`src/neuron_params.svh`:
```
// ~~~~~~~~~~~~~~~~~~~~~~~~~~~~~~~~~~~~~~~~
// neuron core parameters
// index widths, word width and weight log depth
// ~~~~~~~~~~~~~~~~~~~~~~~~~~~~~~~~~~~~~~~~

`ifndef NEURON_PARAMS_SVH
`define NEURON_PARAMS_SVH

// 16 neurons per core
`define NURN_CNT_BITS 4

// 16 axons per neuron
`define AXON_CNT_BITS 4

// state and weight word width
`define DSIZE 16

// 256 entries, one full step of weights
`define WFIFO_AW 8
`endif

```
`src/neuron_pkg.sv`:
```
// ~~~~~~~~~~~~~~~~~~~~~~~~~~~~~~~~~~~~~~~~
// neuron core shared types
// index, address and word types, host select and fetch FSM encodings
// ~~~~~~~~~~~~~~~~~~~~~~~~~~~~~~~~~~~~~~~~

`include "neuron_params.svh"

package neuron_pkg;
	typedef logic [`NURN_CNT_BITS-1:0] neuron_id_t;
	typedef logic [`AXON_CNT_BITS-1:0] axon_id_t;
	// neuron index above axon index
	typedef logic [`NURN_CNT_BITS+`AXON_CNT_BITS-1:0] syn_addr_t;
	typedef logic signed [`DSIZE-1:0] state_word_t;
	typedef logic [(1<<`AXON_CNT_BITS)-1:0] axon_mask_t;

	// host access target
	typedef enum logic [1:0] {SEL_BIAS, SEL_POTENTIAL, SEL_THRESHOLD, SEL_WEIGHT} mem_sel_e;

	typedef enum logic [1:0] {FETCH_IDLE, FETCH_SCAN, FETCH_DRAIN} fetch_state_e;
endpackage

```
`src/neuron_update.sv`:
```
// ~~~~~~~~~~~~~~~~~~~~~~~~~~~~~~~~~~~~~~~~
// neuron accumulate and update stage
// sums fetched weights, leaks bias into the potential, fires on threshold
// ~~~~~~~~~~~~~~~~~~~~~~~~~~~~~~~~~~~~~~~~

`timescale 1ns/1ps
`include "neuron_params.svh"

module neuron_update
	import neuron_pkg::*;
(
	input  logic        clk_i,
	input  logic        rst_n_i,
	input  logic        acc_en_i,
	input  logic        acc_last_i,
	input  neuron_id_t  acc_nid_i,
	input  state_word_t w_rd_data_i,
	output logic        st_rd_en_o,
	output neuron_id_t  st_rd_nid_o,
	input  state_word_t bias_i,
	input  state_word_t pot_i,
	input  state_word_t thr_i,
	output logic        st_wr_en_o,
	output neuron_id_t  st_wr_nid_o,
	output state_word_t st_wr_pot_o,
	output logic        spike_valid_o,
	output neuron_id_t  spike_id_o,
	output logic        done_o
);
	// room for 16 full scale weights, then bias and potential on top
	localparam int ACC_W = `DSIZE + `AXON_CNT_BITS;
	localparam int SUM_W = ACC_W + 2;
	localparam logic signed [SUM_W-1:0] POT_MAX = (1 << (`DSIZE - 1)) - 1;
	localparam logic signed [SUM_W-1:0] POT_MIN = -(1 << (`DSIZE - 1));

	logic                    acc_en_d;
	logic                    acc_last_d;
	neuron_id_t              acc_nid_d;
	logic signed [ACC_W-1:0] acc_sum;
	logic signed [ACC_W-1:0] acc_add;
	logic signed [ACC_W-1:0] sum_next;
	logic signed [ACC_W-1:0] sum_lat;
	logic                    upd_vld;
	neuron_id_t              upd_nid;
	logic signed [SUM_W-1:0] total;
	state_word_t             new_pot;
	logic                    fire;

	always_comb
	begin
		acc_add = '0;
		if (acc_en_d)
			acc_add = ACC_W'(w_rd_data_i);
		sum_next = acc_sum + acc_add;
	end

	always_ff @(posedge clk_i or negedge rst_n_i)
	begin
		if (!rst_n_i)
		begin
			acc_en_d <= 1'b0;
			acc_last_d <= 1'b0;
			acc_sum <= '0;
			upd_vld <= 1'b0;
			st_wr_en_o <= 1'b0;
			spike_valid_o <= 1'b0;
			done_o <= 1'b0;
		end
		else
		begin
			// weight data arrives one cycle after the fetch
			acc_en_d <= acc_en_i;
			acc_last_d <= acc_last_i;
			acc_sum <= acc_last_d ? '0 : sum_next;
			upd_vld <= acc_last_d;
			st_wr_en_o <= upd_vld;
			spike_valid_o <= upd_vld && fire;
			done_o <= upd_vld && (upd_nid == '1);
		end
	end

	always_ff @(posedge clk_i)
	begin
		acc_nid_d <= acc_nid_i;
		if (acc_last_d)
		begin
			sum_lat <= sum_next;
			upd_nid <= acc_nid_d;
		end
		st_wr_nid_o <= upd_nid;
		spike_id_o <= upd_nid;
		st_wr_pot_o <= fire ? '0 : new_pot;
	end

	// state read is issued with the closing sum
	assign st_rd_en_o = acc_last_d;
	assign st_rd_nid_o = acc_nid_d;

	always_comb
	begin
		total = SUM_W'(pot_i) + SUM_W'(bias_i) + SUM_W'(sum_lat);
		if (total > POT_MAX)
			new_pot = state_word_t'(POT_MAX);
		else if (total < POT_MIN)
			new_pot = state_word_t'(POT_MIN);
		else
			new_pot = state_word_t'(total);
		fire = (new_pot >= thr_i);
	end
endmodule

```
`config.mk`:
```
export PLATFORM = sky130hd
export DESIGN_NAME = neuron_update
export DESIGN_NICKNAME = d
export VERILOG_FILES = /design/src/neuron_pkg.sv /design/src/neuron_update.sv
export VERILOG_INCLUDE_DIRS = /design/src
export SDC_FILE = /design/constraint.sdc
export NUM_CORES = 1
export LEC_CHECK = 0
export BUFFER_PORTS_ARGS = -buffer_cell sky130_fd_sc_hd__buf_2
export CORE_MARGIN = 4
export CORE_UTILIZATION = 50
export CTS_CLUSTER_DIAMETER = 80
export DETAILED_ROUTE_END_ITERATION = 16
export GPL_TIMING_DRIVEN = 0
export PLACE_DENSITY = 0.81
export SLEW_MARGIN = 20
export SYNTH_ARGS = -nofsm -noshare
export SYNTH_HDL_FRONTEND = slang
export SYNTH_SLANG_ARGS = --single-unit
export TNS_END_PERCENT = 1
```
`constraint.sdc`:
```
create_clock -name clk_i -period 10.76 [get_ports clk_i]
set_input_delay 0.538 -clock clk_i [delete_from_list [all_inputs] [get_ports clk_i]]
set_output_delay 0.538 -clock clk_i [all_outputs]
set_load 0.01 [all_outputs]
```
# After elaboration in Yosys (flattened, before gate mapping)
# Cells that the tools add are included.
totals:
  elab_cells: 25
  reg_bits: 74
  output_inout_bits: 32
classes:
  n_reduce_logical: 2
  addsub: 3
  n_mux: 4
  eq_ne: 1
  magnitude_cmp: 3
ops:
  columns: ["cell", "n"]
  rows:
  - ["20-bit 2-to-1 mux", 2]
  - ["16-bit 2-to-1 mux", 2]
  - ["17-bit by 20-bit adder with 21-bit output", 1]
  - ["21-bit by 16-bit > comparator with 1-bit output (second input constant)", 1]
  - ["21-bit by 16-bit < comparator with 1-bit output (second input constant)", 1]
  - ["20-bit adder", 1]
  - ["16-bit by 16-bit adder with 17-bit output", 1]
  - ["16-bit >= comparator", 1]
  - ["4-bit == test (second input constant)", 1]
  - ["1-bit logical AND", 2]

# Longest topological paths before layout
logic_depth:
  word_depth: 7
  ltp_mapped: 24

# Least setup slack after synthesis
# Ideal clock, no wire load.
synth_timing:
  kind: "input to register"
  start: "input port bias_i[1]"
  end: "register spike_valid_o"
  arrival_time_ns: 5.195
  slack_ns: 5.498
  cell_stages: 22
  t_required_ns: 10.694
  n_path_buf: 2
  cell_sequence: "fa_1 > ha_1 > inv_1 > fa_1 > nand2b_1 > a21oi_1 > o211ai_2 > a31o_4 > o21bai_1 > o211ai_2 > nor3_4 > buf_2 > o22ai_1 > ha_1 > nand3_1 > o22ai_1 > nor4_1 > o21ai_0 > a21oi_1 > a21oi_1 > clkbuf_1 > and2_1"
synth_via:
  elab_chain_len: 7
  elab_cells_between_ends: 8
synth_lines:
  columns: ["item", "line", "rtl"]
  rows:
  - ["from (decl)", "neuron_update.sv:20", "input state_word_t bias_i,"]
  - ["16-bit by 16-bit adder with 17-bit output *", "neuron_update.sv:101", "total = SUM_W'(pot_i) + SUM_W'(bias_i) + SUM_W'(sum_lat);"]
  - ["17-bit by 20-bit adder with 21-bit output *", "neuron_update.sv:101", null]
  - ["21-bit by 16-bit < comparator with 1-bit output", "neuron_update.sv:104", "else if (total < POT_MIN)"]
  - ["16-bit 2-to-1 mux", "neuron_update.sv:104", null]
  - ["16-bit 2-to-1 mux *", "neuron_update.sv:102", "if (total > POT_MAX)"]
  - ["via new_pot[3]", "neuron_update.sv:46", "state_word_t new_pot;"]
  - ["16-bit >= comparator *", "neuron_update.sv:108", "fire = (new_pot >= thr_i);"]
  - ["1-bit logical AND *", "neuron_update.sv:77", "spike_valid_o <= upd_vld && fire;"]
  - ["to (signal assigned)", "neuron_update.sv:77", null]
  - ["to (decl)", "neuron_update.sv:26", "output logic spike_valid_o,"]
# Mark *: on every way through the listed nets, which the timed path passes. The rest lies on a longest branch.
# A chain may end at the register's enable or synchronous reset.

# Final worst setup path
layout_timing:
  start: "register sum_lat[1]"
  end: "register spike_valid_o"
layout_via:
  elab_chain_len: 6
  elab_cells_between_ends: 7
layout_lines:
  columns: ["item", "line", "rtl"]
  rows:
  - ["from (decl)", "neuron_update.sv:42", "logic signed [ACC_W-1:0] sum_lat;"]
  - ["from (signal assigned)", "neuron_update.sv:87", "sum_lat <= sum_next;"]
  - ["17-bit by 20-bit adder with 21-bit output *", "neuron_update.sv:101", null]
  - ["21-bit by 16-bit < comparator with 1-bit output", "neuron_update.sv:104", null]
  - ["16-bit 2-to-1 mux", "neuron_update.sv:104", null]
  - ["16-bit 2-to-1 mux *", "neuron_update.sv:102", null]
  - ["via new_pot[2]", "neuron_update.sv:46", null]
  - ["16-bit >= comparator *", "neuron_update.sv:108", null]
  - ["1-bit logical AND *", "neuron_update.sv:77", null]
# Marked as above.

==> results.md <==
- The worst-case IR drop observed on VDD is 0.000134 V.
- In this run, post-CTS hold repair placed 0 buffers.
- In this run the register-to-register setup slack is 4.76 ns.
- Setup repair after global routing left no endpoint under its margin.
- The worst register-to-register path has a depth of 22.
- The tool flagged a number of max-cap violations equal to 0.
- The depth of the CTS H-tree is 3.
- The initial antenna violation count is 0.
- Final hold analysis gives a worst-case slack of 0.186 ns.
- The total number of placement rows is 38.
- Of all nets on the critical path, the largest fanout is 10.
- TritonCTS created 9 clock buffers.
- The cell with the most instances on the worst path is sky130_fd_sc_hd__a21oi_1.
- The run finished with clean final reports.
- The worst max-slew margin expressed relative to the limit is 0.481.
- The die is 113 um wide.
- The transition time at the pin with the least slew margin is 0.778 ns.
- The library cells used most frequently in the layout, excluding fill and tap cells, are sky130_fd_sc_hd__buf_2 (107), sky130_fd_sc_hd__ha_1 (54), sky130_fd_sc_hd__inv_1 (44).
- Among all flip-flop cells after synthesis, the most frequent one is sky130_fd_sc_hd__dfrtp_1.
- The sort of element at the start of the critical path is a register.
- The number of routed nets with antenna violations is 0.
- The final wirelength is 12500 um.
- In this run the worst hold path is classified as in -> async.
- The post-route DRC violation count is 0.
- The final core area utilization is 0.590.
- Summed over all cells, the static leakage comes to 3.04 nW.
- The cell chosen for the clock root is sky130_fd_sc_hd__clkbuf_8.
- The slowest stage of the critical path is the sky130_fd_sc_hd__a21oi_1 cell.
- The number of sinks handled by clock tree synthesis is 74.
- Summed over all nets, the half-perimeter wirelength after detailed placement is 10200 um.
- The pre-antenna-repair detailed-routing pass consisted of 4 iterations.
- In this run the mean area of a mapped cell was 9.85 um2.
- The area share of the largest cell type after synthesis is 0.130.
- The number of diodes is 0.
- The area of the die is 12800 um2.
- Yosys attributes the largest share of cell area to sky130_fd_sc_hd__edfxtp_1 (13%), sky130_fd_sc_hd__ha_1 (12%), sky130_fd_sc_hd__dfrtp_1 (12%), sky130_fd_sc_hd__dfxtp_1 (8.7%), sky130_fd_sc_hd__fa_1 (7.9%).
- Summed over all instances, the cell type with the most area after synthesis is sky130_fd_sc_hd__edfxtp_1.
- The number of nets in the synthesized netlist is 711.
- The required time reported for the critical path endpoint is 11.06 ns.
- Of the synthesized area, sequential elements account for 0.334.
- The highest clock rate is 167 MHz.
- The share of the cycle needed by the critical path after routing is 0.557.
- The flop and latch count out of synthesis is 74.
- The wire length of the first global-routing pass is 20900 um.
- The pin count of the biggest net entering global routing is 30.
- The first-iteration detailed-routing DRC count is 200.
- Clock-pin slew was measured on the worst setup and hold paths at 0.08 ns.
- The gate count after technology mapping is 563.
- In this run the standard cell core region covers 10800 um2.
- The total global routing overflow is 0.
- The critical path is of the reg -> reg type.
- The global-route usage over all layers is 0.202.
- The later pin in the worst-skew pair is clocked with a latency of 0.36 ns.
- The accumulated negative setup slack is 0 ns.
- In the final routed layout, each cell accounts on average for 15.3 um.
- The data arrival time of the worst path is 6.30 ns.
- The power per standard cell area is 218 nW/um2.
- Setup violations remaining at the end of the flow were counted as 0.
- Walking the worst path, the cells encountered are fa_1 -> ha_1 -> inv_1 -> fa_1 -> nand2b_1 -> a21oi_1 -> o211ai_2 -> a31o_4 -> o21bai_1 -> o211ai_2 -> nor3_4 -> buf_2 -> o22ai_1 -> ha_1 -> nand3_1 -> o22ai_1 -> nor4_1 -> o21ai_0 -> a21oi_1 -> a21oi_1 -> clkbuf_1 -> and2_1.
- Relative to the synthesized area, the layout overhead comes to 15.3%.
- The source of the worst register-to-register timing path is sum_lat[1]$_DFFE_PP_.
- The stage delay of the slowest cell on the critical path is 0.64 ns.
- Of all flip-flops after synthesis, the portion carrying an async set or reset was 0.351.
- The endpoint kind of the worst setup timing path is a register.
- In the final layout, the share of cells above drive strength 1 is 0.213.
- The number of buffers inserted by post-CTS setup repair is 0.
- After the last flow step, the layout net total stands at 825.
- The hold violation count in the final report came to 0.
- The initial utilization of the core area, before any placement, comes to 0.512.
- The total count of max-transition violations in the final report is 0.
- The buffer levels on the longest clock path is 2.
- Yosys printed 0 warnings.
- Between clock sinks in the finished design, the worst skew comes to 0.00834 ns.
- The count of unique library cells instantiated by Yosys is 69.
- The time the worst path needs with I/O delays and setup is 6.00 ns.
- The die extent in y is 113 um.
- The weighted congestion reported at the end of routability-driven placement is 0.880.
- The clock tree from TritonCTS is built.
- Leaving out fill and tap cells, the most frequent cell in the layout is sky130_fd_sc_hd__buf_2.
- The via count of the first global-routing pass is 4648.
- The combined area of all synthesized cells is 5550 um2.
- The worst register-to-register path ends at spike_valid_o$_DFF_PN0_.
- The total I/O pin count is 104.
- Port buffering added 103 buffers.
- In the routed layout, each cell is associated on average with a via count of 5.54.
- The number of flops mapped to enable cells by yosys is 24.
- The via count of the routed design is 4557.
- The number of resized instances in the post-cts repair step is 0.
==> state kept, by name, summed over array words and instances (netlist names) <==
signal / flops
spike_id_o: 4
sum_lat: 20
upd_vld: 1
st_rd_nid_o: 4
st_wr_en_o: 1
st_rd_en_o: 1
upd_nid: 4
acc_sum: 20
done_o: 1
st_wr_pot_o: 16
acc_en_d: 1
spike_valid_o: 1
==> routing by layer <==
| metal | part of all wire | global-route usage | vias up |
|---|---|---|---|
| met3 | 0.058 | 0.0353 | 22 |
| met2 | 0.50 | 0.346 | 137 |
| met1 | 0.42 | 0.249 | 2127 |
| met5 | 0 | 0 | - |
| li1 | - | - | 2271 |
| met4 | 0.024 | 0.0889 | 0 |
==> critical path: cells and delay by family, from the launching register on <==
kind | cells | cell delay (ns)
fa+ha+maj | 4 | 1.40
buf+inv | 3 | 0.77
simple gates | 5 | 0.92
compound gates | 10 | 2.45
flops | 1 | 0.40
==> metrics by stage <==
stage	setup WS (ns)	total power [mW]	cells	instance area, um2
floorplan	5.50	1.01	563	5550
global placement	4.69	1.17	806	6240
detailed placement	4.54	1.21	806	6240
CTS	4.81	1.40	822	6390
global route	4.37	1.52	822	6390
finish	4.76	1.39	822	6390
==> logic make-up (layout without fill, tap and decap cells) <==
family,Yosys count,count (layout),synth area share
AND/OR/NAND/NOR,161,161,0.159
flip-flops,74,74,0.334
XOR/XNOR,33,33,0.0548
multiplexers,2,2,0.00384
adder cells (fa/ha/maj),76,76,0.201
AO/OA/AOI/OAI,153,153,0.198
buffers and inverters,64,183,0.0490
==> power breakdown <==
part	internal, mW	switching [mW]
clock network	0.0833	0.103
logic	0.340	0.504
registers	0.346	0.0189
==> area by class of cell <==
class	instances	area [um2]
plain buffers	20	106
clock buffers	13	139
clock inverters	3	17.5
fillers	934	4450
inverters	44	165
multi-input cells	425	3420
flip-flops and latches	74	1850
well taps	140	175
repair buffers	103	515
==> worst max-delay path by stage <==
stage	slack, ns	to	startpoint
CTS	4.81	spike_valid_o$_DFF_PN0_	sum_lat[1]$_DFFE_PP_
global route	4.37	st_wr_pot_o[12]$_SDFF_PP0_	sum_lat[1]$_DFFE_PP_
detailed placement	4.54	spike_valid_o$_DFF_PN0_	bias_i[1]
finish	4.76	spike_valid_o$_DFF_PN0_	sum_lat[1]$_DFFE_PP_
floorplan	5.50	spike_valid_o$_DFF_PN0_	bias_i[1]
global placement	4.69	spike_valid_o$_DFF_PN0_	bias_i[1]
==> cells in the mapped netlist, drive strengths merged, types with 22 or more instances <==
cell     n
dfxtp   24
inv     44
fa      22
edfxtp  24
nor2    37
dfrtp   26
ha      54
a21oi   33
and2    22
o21ai   24
a21o    24
No activity file was read; power rests on OpenSTA's default activity.
