`src/neuron_params.svh`:
```
// ~~~~~~~~~~~~~~~~~~~~~~~~~~~~~~~~~~~~~~~~
// neuron core parameters
// index widths, word width and weight log depth
// ~~~~~~~~~~~~~~~~~~~~~~~~~~~~~~~~~~~~~~~~

`ifndef NEURON_PARAMS_SVH
`define NEURON_PARAMS_SVH

// 16 neurons per core
`define NURN_CNT_BITS 4

// 16 axons per neuron
`define AXON_CNT_BITS 4

// state and weight word width
`define DSIZE 16

// 256 entries, one full step of weights
`define WFIFO_AW 8
`endif

```
`src/neuron_pkg.sv`:
```
// ~~~~~~~~~~~~~~~~~~~~~~~~~~~~~~~~~~~~~~~~
// neuron core shared types
// index, address and word types, host select and fetch FSM encodings
// ~~~~~~~~~~~~~~~~~~~~~~~~~~~~~~~~~~~~~~~~

`include "neuron_params.svh"

package neuron_pkg;
	typedef logic [`NURN_CNT_BITS-1:0] neuron_id_t;
	typedef logic [`AXON_CNT_BITS-1:0] axon_id_t;
	// neuron index above axon index
	typedef logic [`NURN_CNT_BITS+`AXON_CNT_BITS-1:0] syn_addr_t;
	typedef logic signed [`DSIZE-1:0] state_word_t;
	typedef logic [(1<<`AXON_CNT_BITS)-1:0] axon_mask_t;

	// host access target
	typedef enum logic [1:0] {SEL_BIAS, SEL_POTENTIAL, SEL_THRESHOLD, SEL_WEIGHT} mem_sel_e;

	typedef enum logic [1:0] {FETCH_IDLE, FETCH_SCAN, FETCH_DRAIN} fetch_state_e;
endpackage

```
`src/synapse_fetch.sv`:
```
// ~~~~~~~~~~~~~~~~~~~~~~~~~~~~~~~~~~~~~~~~
// synapse fetch sequencer
// walks every neuron and axon of a step and reads weights of spiking axons
// ~~~~~~~~~~~~~~~~~~~~~~~~~~~~~~~~~~~~~~~~

`timescale 1ns/1ps

module synapse_fetch
	import neuron_pkg::*;
(
	input  logic       clk_i,
	input  logic       rst_n_i,
	input  logic       start_i,
	input  axon_mask_t spike_mask_i,
	output logic       w_rd_en_o,
	output syn_addr_t  w_rd_addr_o,
	output logic       acc_en_o,
	output logic       acc_last_o,
	output neuron_id_t acc_nid_o,
	output logic       busy_o
);
	// drain counts 0..2 on the axon counter
	localparam axon_id_t DRAIN_LAST = axon_id_t'(2);

	fetch_state_e state;
	neuron_id_t   nid;
	axon_id_t     aid;
	axon_mask_t   mask;
	logic         scan;

	assign scan = (state == FETCH_SCAN);

	always_ff @(posedge clk_i or negedge rst_n_i)
	begin
		if (!rst_n_i)
		begin
			state <= FETCH_IDLE;
			nid <= '0;
			aid <= '0;
		end
		else
		begin
			case (state)
				FETCH_IDLE:
				begin
					if (start_i)
						state <= FETCH_SCAN;
				end
				FETCH_SCAN:
				begin
					// one cycle per axon, spiking or not
					aid <= aid + 1'b1;
					if (aid == '1)
					begin
						nid <= nid + 1'b1;
						if (nid == '1)
							state <= FETCH_DRAIN;
					end
				end
				FETCH_DRAIN:
				begin
					aid <= aid + 1'b1;
					if (aid == DRAIN_LAST)
					begin
						aid <= '0;
						state <= FETCH_IDLE;
					end
				end
				default: state <= FETCH_IDLE;
			endcase
		end
	end

	always_ff @(posedge clk_i)
	begin
		if (start_i && state == FETCH_IDLE)
			mask <= spike_mask_i;
	end

	assign w_rd_en_o = scan && mask[aid];
	assign w_rd_addr_o = {nid, aid};
	assign acc_en_o = w_rd_en_o;
	assign acc_last_o = scan && (aid == '1);
	assign acc_nid_o = nid;
	assign busy_o = (state != FETCH_IDLE);

	a_start_idle: assert property (@(posedge clk_i) disable iff (!rst_n_i)
		busy_o |-> !start_i)
		else $error("start while a step is running");
endmodule

```
`config.mk`:
```
export PLATFORM = sky130hd
export DESIGN_NAME = synapse_fetch
export DESIGN_NICKNAME = d
export VERILOG_FILES = /design/src/neuron_pkg.sv /design/src/synapse_fetch.sv
export VERILOG_INCLUDE_DIRS = /design/src
export SDC_FILE = /design/constraint.sdc
export NUM_CORES = 1
export LEC_CHECK = 0
export BUFFER_PORTS_ARGS = -buffer_cell sky130_fd_sc_hd__buf_2
export CAP_MARGIN = 25
export CELL_PAD_IN_SITES_DETAIL_PLACEMENT = 0
export CELL_PAD_IN_SITES_GLOBAL_PLACEMENT = 2
export CORE_ASPECT_RATIO = 0.8
export CORE_MARGIN = 8
export CORE_UTILIZATION = 36
export CTS_CLUSTER_DIAMETER = 100
export DETAILED_ROUTE_END_ITERATION = 10
export PLACE_DENSITY = 0.85
export SYNTH_ARGS = -nofsm -noshare
export SYNTH_HDL_FRONTEND = slang
export SYNTH_SLANG_ARGS = --single-unit
```
`constraint.sdc`:
```
create_clock -name clk_i -period 5 [get_ports clk_i]
set_input_delay 0.25 -clock clk_i [delete_from_list [all_inputs] [get_ports clk_i]]
set_output_delay 0.25 -clock clk_i [all_outputs]
set_load 0.005 [all_outputs]
```
Yosys cells after proc, flatten, opt, wreduce, memory -nomap -nowiden
Cells that the tools add are included.
W data, S select, Z words.

storage, ports and cells
  register bits after elaboration = 26
  bits of input ports = 19
  output and inout port bits = 16

operators by class
  $add $sub $neg = 2
  $lt $le $gt $ge = 1
  eq/ne operators = 9
  mux-type cells = 9
  reductions and logical operators = 8

operators by type and width
  kind                   count
  $add A4 B1 Y4 const B  2
  $eq A4 B4 Y1 const B   2
  $mux W2                4
  $pmux W4 S2            1
  $pmux W2 S3            1
  $lt A4 B5 Y1 const B   1
  $bmux W1 S4            1
  $eq A4 B2 Y1 const B   1
  $mux W4                1
  $ne A2 B1 Y1 const B   2
  $ne A2 B2 Y1 const B   2
  $reduce_and A4 Y1      1
  $reduce_bool A2 Y1     2
  $logic_and A1 B1 Y1    3
  $eq A2 B1 Y1 const B   1
  $eq A2 B2 Y1 const B   1
  $logic_not A2 Y1       1
  $reduce_and A2 Y1      1
  $mux W1                1

Longest topological paths before layout
Gate-level depths: netlist of run 1.

  depth in word-level cells = 4
  gate-level depth with buffers = 7
  gate-level depth less buffers = 6

Least setup slack after synthesis of run 1
OpenSTA, ideal clock, no wires.

  kind = register to output
  from = register aid[0]
  to = output w_rd_en_o
  arrival time = 1483 ps
  data required time = 4750 ps
  setup slack = 3267 ps
  stages on the path, launching flop included = 6
  buffers on the path = 2
  cell sequence = dfrtp_1 > buf_6 > mux2i_1 > mux4_2 > o22ai_1 > buf_4

between the ends
  longest elaborated chain between the ends = 3

ends and longest elaborated chain
  item                           line                 source
  from (decl)                    synapse_fetch.sv:27  axon_id_t aid;
  from (signal assigned)         synapse_fetch.sv:52  aid <= aid + 1'b1;
  from (signal assigned)         synapse_fetch.sv:62  aid <= aid + 1'b1;
  $bmux W1 S4                    synapse_fetch.sv:80  assign w_rd_en_o = scan && mask[aid];
  $mux W1 (implied by the code)  synapse_fetch.sv:80
  $logic_and A1 B1 Y1            synapse_fetch.sv:80
  to (decl)                      synapse_fetch.sv:15  output logic w_rd_en_o,

Every way passes these cells. The select of a mux whose other input is x is not followed.

Final worst setup path of run 1
  from = register aid[0]
  to = output acc_en_o

between the ends
  longest elaborated chain between the ends = 3

ends and longest elaborated chain
  item                           line                 source
  $bmux W1 S4                    synapse_fetch.sv:80
  $mux W1 (implied by the code)  synapse_fetch.sv:80
  $logic_and A1 B1 Y1            synapse_fetch.sv:80
  to (decl)                      synapse_fetch.sv:17  output logic acc_en_o,

Every way passes these cells. The select of a mux whose other input is x is not followed.

==> metrics.txt, run 1 <==
outcome complete, no violations; Worst Slack Setup Final approximately 2800 ps; residual DRC count 0; clock-pin slew on the worst setup and hold paths about 90 ps; Final ANT Viol Nets 0; unrepaired setup endpoints after global routing no; critical path class reg2out; Num CTS Buffers 3; Yosys reg bits 26; Synth Instances between 90 and 100; core box area 0.00338 mm^2; hold path depth 1; Hold Path Class in2reg; crit end category primary output; cell row count 19; leading area contributor after synthesis edfxtp_1; number of DRC markers in iteration 0 44; nets 150; number of global-route vias before repair ~770; first-pass GRT wire length 3620 um; die height slightly below 70 um; leakage power between 0.0006 and 0.0007 uW; clk_skew 3.03 ps; pre-CTS WS around 3100 ps; via count approximately 770; endpoint required time on the critical path ~4800 ps; PD cells 532 mW/mm^2; Initial Util 0.368; final instance area 0.00148 mm^2; synthesized area approximately 0.0012 mm^2; Layout Utilization 0.438; layout cells sized above 1 0.333; Max-slew headroom 0.540; clk buf depth 2; clk_lat worst skew 270 ps; Least-Margin Pin Slew approximately 690 ps; total routed wirelength between 2000 and 2500 um; routed length per instance approximately 13 um; Final Hold Viols 0; min cycle time layout 2210 ps; Boundary Pins 35; IO Port Bufs 34; Critical R2R Capture state[0]; Avg Inst Size Synth ~13 um^2; flop2flop setup slack between 3000 and 4000 ps; fmax between 0.4 and 0.5 GHz; Max H-tree Level 1; Max-cap violations 0; Final Non-Filler Cells 165; Cells after DPL 160; reg2reg path depth 6; post-CTS setup repair buffer count 0; commonest non-fill, non-tap cells in the layout buf_2, edfxtp_1, dfrtp_1; Synth Warn # 0; R2R Path Start aid[0]; CP Launch Type flop; Area Overhead vs Synth 19.2%; top cells by area, synth edfxtp_1, dfrtp_1, ha_1; GRT Util Overall 0.0850; Sink Count 26; initial antenna violation count 0; final global-route overflow total 0; fill count ~330; die width a little over 80 um; die area about 0.0056 mm^2; antenna cell count 0; placer's final routability congestion estimate between 0.7 and 0.8; post-DP HPWL 1690 um; Setup TNS Final 0 ps; clock root buffer clkbuf_8; crit-path max FO 12; Min-Delay Endpoint mask[9]; period utilization 0.442; commonest non-fill, non-tap cell in the layout buf_2; CTS tree built; Hold Crit Start spike_mask_i[9]; final max-slew violation count 0; critical path arrival about 2000 ps; ordered cell list for the critical path mux2i_1 > mux4_2 > o22ai_1 > buf_2; largest net degree at the start of global routing 17; Crit-path slowest cell dfrtp_1; area share of the largest cell type after synthesis 0.387; syn_nets approximately 120; CP peak stage delay 690 ps; sequential fraction of the synthesis area 0.589; Post-DP Area between 0.001 and 0.0015 mm^2; Netlist cell types 28; Final Setup Violations 0; number of detailed-route iterations in the first pass 4; Worst VDD drop about 0.25 mV; vias per cell between 4 and 5
## worst max-delay path by stage
| stage | startpoint | to | slack, ps | depth (start not counted) |
|---|---|---|---|---|
| 4_1_cts | aid[0] | w_rd_en_o | 2800 | 4 |
| 3_5_place_dp | aid[0] | state[0] | 3090 | 6 |
| 5_1_grt | aid[0] | acc_en_o | 2660 | 4 |
| 3_3_place_gp | aid[0] | acc_en_o | 3150 | 4 |
| 6_report | aid[0] | acc_en_o | 2790 | 4 |
| 2_1_floorplan | aid[0] | w_rd_en_o | 3270 | 5 |
## cells by family after synthesis
| logic type | share of synthesized area |
|---|---|
| adder cells (fa/ha/maj) | 0.0706 |
| buffers and inverters | 0.0685 |
| multiplexers | 0.110 |
| AND/OR/NAND/NOR | 0.0897 |
| AO/OA/AOI/OAI | 0.0444 |
| flip-flops | 0.589 |
| XOR/XNOR | 0.0282 |
## layout make-up
cell class | instances | area [um^2] | area share
clock buffer | 3 | 41.3 | 0.0279
clock inverter | 1 | 30.0 | 0.0203
inverter | 5 | 18.8 | 0.0127
multi-input combinational | 53 | 425 | 0.288
sequential | 26 | 731 | 0.494
tap | 42 | 52.6 | 0.0355
timing repair buffer | 35 | 180 | 0.122
## per-stage QoR
stage	power, uW	hold WS, ps
after global routing	847	132
after detailed placement	624	130
final	787	149
after global placement	621	123
after floorplan	555	-45.6
after CTS	798	143
## critical path: cells and delay by family (launching register included)
kind                   cells  cell delay, ps
buffers and inverters      1             150
AOI/OAI and AO/OA          1             220
muxes                      2             630
DFF                        1             690
## synthesized netlist by cell type
cell / instances
edfxtp_1: 16
dfrtp_1: 10
mux2i_1: 8
ha_1: 7
nand2_1: 7
buf_4: 6
inv_1: 5
nand4_1: 4
o21ai_0: 3
xnor2_1: 3
and2_1: 2
buf_2: 2
mux2_2: 2
nand3b_1: 2
nor2_1: 2
o22ai_1: 2
a21oi_1: 1
a31oi_1: 1
and3_1: 1
buf_6: 1
mux2_1: 1
mux4_2: 1
nand2b_1: 1
nand3_1: 1
nor3b_1: 1
o21a_1: 1
o311ai_0: 1
xor2_1: 1
## state kept, by name, indices dropped and copies added, names as in the netlist
| name | count |
|---|---|
| acc_nid_o | 4 |
| aid | 4 |
| mask | 16 |
| state | 2 |
## metal layers
| metal | global-route usage | up-vias | share of wire |
|---|---|---|---|
| li1 | - | 384 | - |
| met5 | 0 | - | 0 |
| met3 | 0.0337 | 2 | 0.046 |
| met2 | 0.144 | 13 | 0.50 |
| met4 | 0.0197 | 0 | 0.0090 |
| met1 | 0.101 | 368 | 0.44 |
## repair_timing
action	4_1_cts	5_1_grt
hold endpoints to repair	10	0
setup endpoints to repair	0	0
gates resized for setup	0	0
hold buffers	1	0
## power by group
| group | total [uW] | internal [uW] | switching, uW |
|---|---|---|---|
| combinational | 257 | 138 | 119 |
| sequential | 359 | 287 | 71.9 |
| clock | 171 | 107 | 63.9 |
No activity file was read; power rests on OpenSTA's default activity.
==> inputs of run 2 (changes only) <==
ABC_AREA = 1   (was default)
CORE_UTILIZATION = 28   (was 36)
PLACE_DENSITY = 0.76   (was 0.85)
clock period = 1.9 ns   (was 5 ns; I/O delays follow)
==> run 2 against run 1 <==
Against the previous run: first-iteration DRC count down 36%; wire length rose by 26%; critical path type unchanged; via count increased by 30%; largest cell class unchanged; flip-flop and latch count unchanged.
==> metrics.txt, run 2 <==
critical path arrival 1660 ps; Worst VDD drop ~0.26 mV; ys async rst share 0.385; endpoint required time on the critical path 1800 ps; EDFF count, synth 16; count leader, synth nand2_1; antenna cell count 0; hold-fix buffers at CTS 17; period utilization 0.926; top cells by instance count after synthesis nand2_1, inv_1, edfxtp_1; CTS tree built; Initial Util 0.286; fmax about 0.57 GHz; total routed wirelength approximately 2800 um; cell mode on critical path nand3_1; via count 994; Overall Power between 1000 and 1500 uW; initial antenna violation count 0; placer's final routability congestion estimate slightly above 0.8; Setup TNS Final 0 ps; die width 91.9 um; min cycle time layout around 1800 ps; nets ~210; number of DRC markers in iteration 0 28; vias per cell a little over 4; Num CTS Buffers 3; clk_skew 6.55 ps; number of global-route vias before repair around 1100; Final Hold Viols 0; final max-slew violation count 0; layout cells sized above 1 0.261; Area Overhead vs Synth 35.4%; hold slack roughly 200 ps; critical path class reg2out; Synth Warn # 0; DR WL met3 roughly 130 um; cell row count 22; CP peak stage delay between 400 and 500 ps; highest routed layer met4; metal2 WL between 1000 and 1500 um; top cells by area, synth edfxtp_1, dfrtp_1, nand2_1; residual DRC count 0; post-DP HPWL between 2000 and 2500 um; clock root buffer clkbuf_8; sequential fraction of the synthesis area 0.566; crit end category primary output; Crit-path slowest cell dfrtp_1; die height approximately 77 um; clk buf depth 2; post-CTS setup repair buffer count 0; unrepaired setup endpoints after global routing no; Post-CTS Resized 0; crit-path max FO 8; Final Non-Filler Cells 240; Largest register FFs 16; routed length per instance ~12 um; Avg Inst Size Synth around 10 um^2; die area ~0.0070 mm^2; register name with the most flops mask; Least-Margin Pin Slew 294 ps; final global-route overflow total 0; Max-cap violations 0; largest net degree at the start of global routing 17; Max-slew headroom 0.804; CP Launch Type flop; leakage power around 0.00083 uW; M1 wire length 1210 um; Final Setup Violations 0; leading area contributor after synthesis edfxtp_1; commonest non-fill, non-tap cell in the layout buf_2; Synth Instances between 100 and 150; Boundary Pins 35; clk_lat worst skew 280 ps; Yosys reg bits 26; CP delay by family, top simple AND/OR/NAND/NOR gates; PD cells 636 mW/mm^2; syn_nets between 150 and 200; area share of the largest cell type after synthesis 0.372; Netlist cell types 22; clock-pin slew on the worst setup and hold paths around 90 ps; Layout Utilization 0.387; outcome complete, no violations; core box area around 0.0045 mm^2; Sink Count 26; Final ANT Viol Nets 0; Primary FF master, synth edfxtp_1; first-pass GRT wire length roughly 5000 um; IO Port Bufs 34; Hold Path Class in2async; Buf/Inv on CP 2; synthesized area 0.00129 mm^2; ordered cell list for the critical path buf_4 > or2_2 > nand3_1 > nand3_1 > nand3_1 > a21oi_1 > buf_2; commonest non-fill, non-tap cells in the layout buf_2, nand2_1, inv_1; Max H-tree Level 1; Cells after DPL about 220; GRT Util Overall 0.0859; number of detailed-route iterations in the first pass 4
-- run 2: where the power goes --
| part | switching [uW] | leakage, uW | total [uW] | internal [uW] |
|---|---|---|---|---|
| registers | 0 | 0.000264 | 600 | 600 |
| logic | 12.7 | 0.000533 | 48.1 | 35.4 |
| clock network | 180 | 0.0000357 | 462 | 282 |
-- run 2: layer usage --
metal / track usage / up-vias
li1: - / 510
met1: 0.0960 / 463
met2: 0.146 / 16
met3: 0.0292 / 5
met4: 0.0353 / 0
met5: 0 / -
-- run 2: final cells by class --
class,count,area [um^2]
Clock buffer,3,41.3
Inverter,23,86.3
Tap cell,60,75.1
Clock inverter,1,30.0
Timing Repair Buffer,53,355
Sequential cell,26,731
Fill cell,455,2770
Multi-Input combinational cell,74,428
-- run 2: worst reg2reg max path: cells and delay by family (launching register included) --
kind          cells  cell delay [ps]
flops             1              520
fa+ha+maj         1              270
mux               1              350
simple gates      2              280
-- run 2: path summary, 6_finish.rpt --
kind / startpoint / end / slack [ps] / depth (start not counted)
max: aid[0] / acc_en_o / 140 / 7
min: rst_n_i / aid[3] / 200 / 2
max reg2reg: aid[1] / acc_nid_o[1] / 390 / 4
min reg2reg: acc_nid_o[3] / acc_nid_o[3] / 520 / 1
max in group asynchronous: rst_n_i / aid[0] / 1500 / 2
min in group clk_i: start_i / state[1] / 310 / 5
-- run 2: through the flow --
stage	cell area [um^2]	setup slack (ps)
6_report	1750	141
5_1_grt	1750	20.5
4_1_cts	1750	117
3_5_place_dp	1510	386
3_3_place_gp	1510	414
2_1_floorplan	1290	506
-- run 2: kinds of logic after synthesis --
family          count (synthesis)  synth area share
mux                             1           0.00873
xor+xnor                        4            0.0272
fa+ha+maj                       7            0.0679
flops                          26             0.566
compound gates                  7            0.0281
simple gates                   55             0.200
buf+inv                        29             0.102
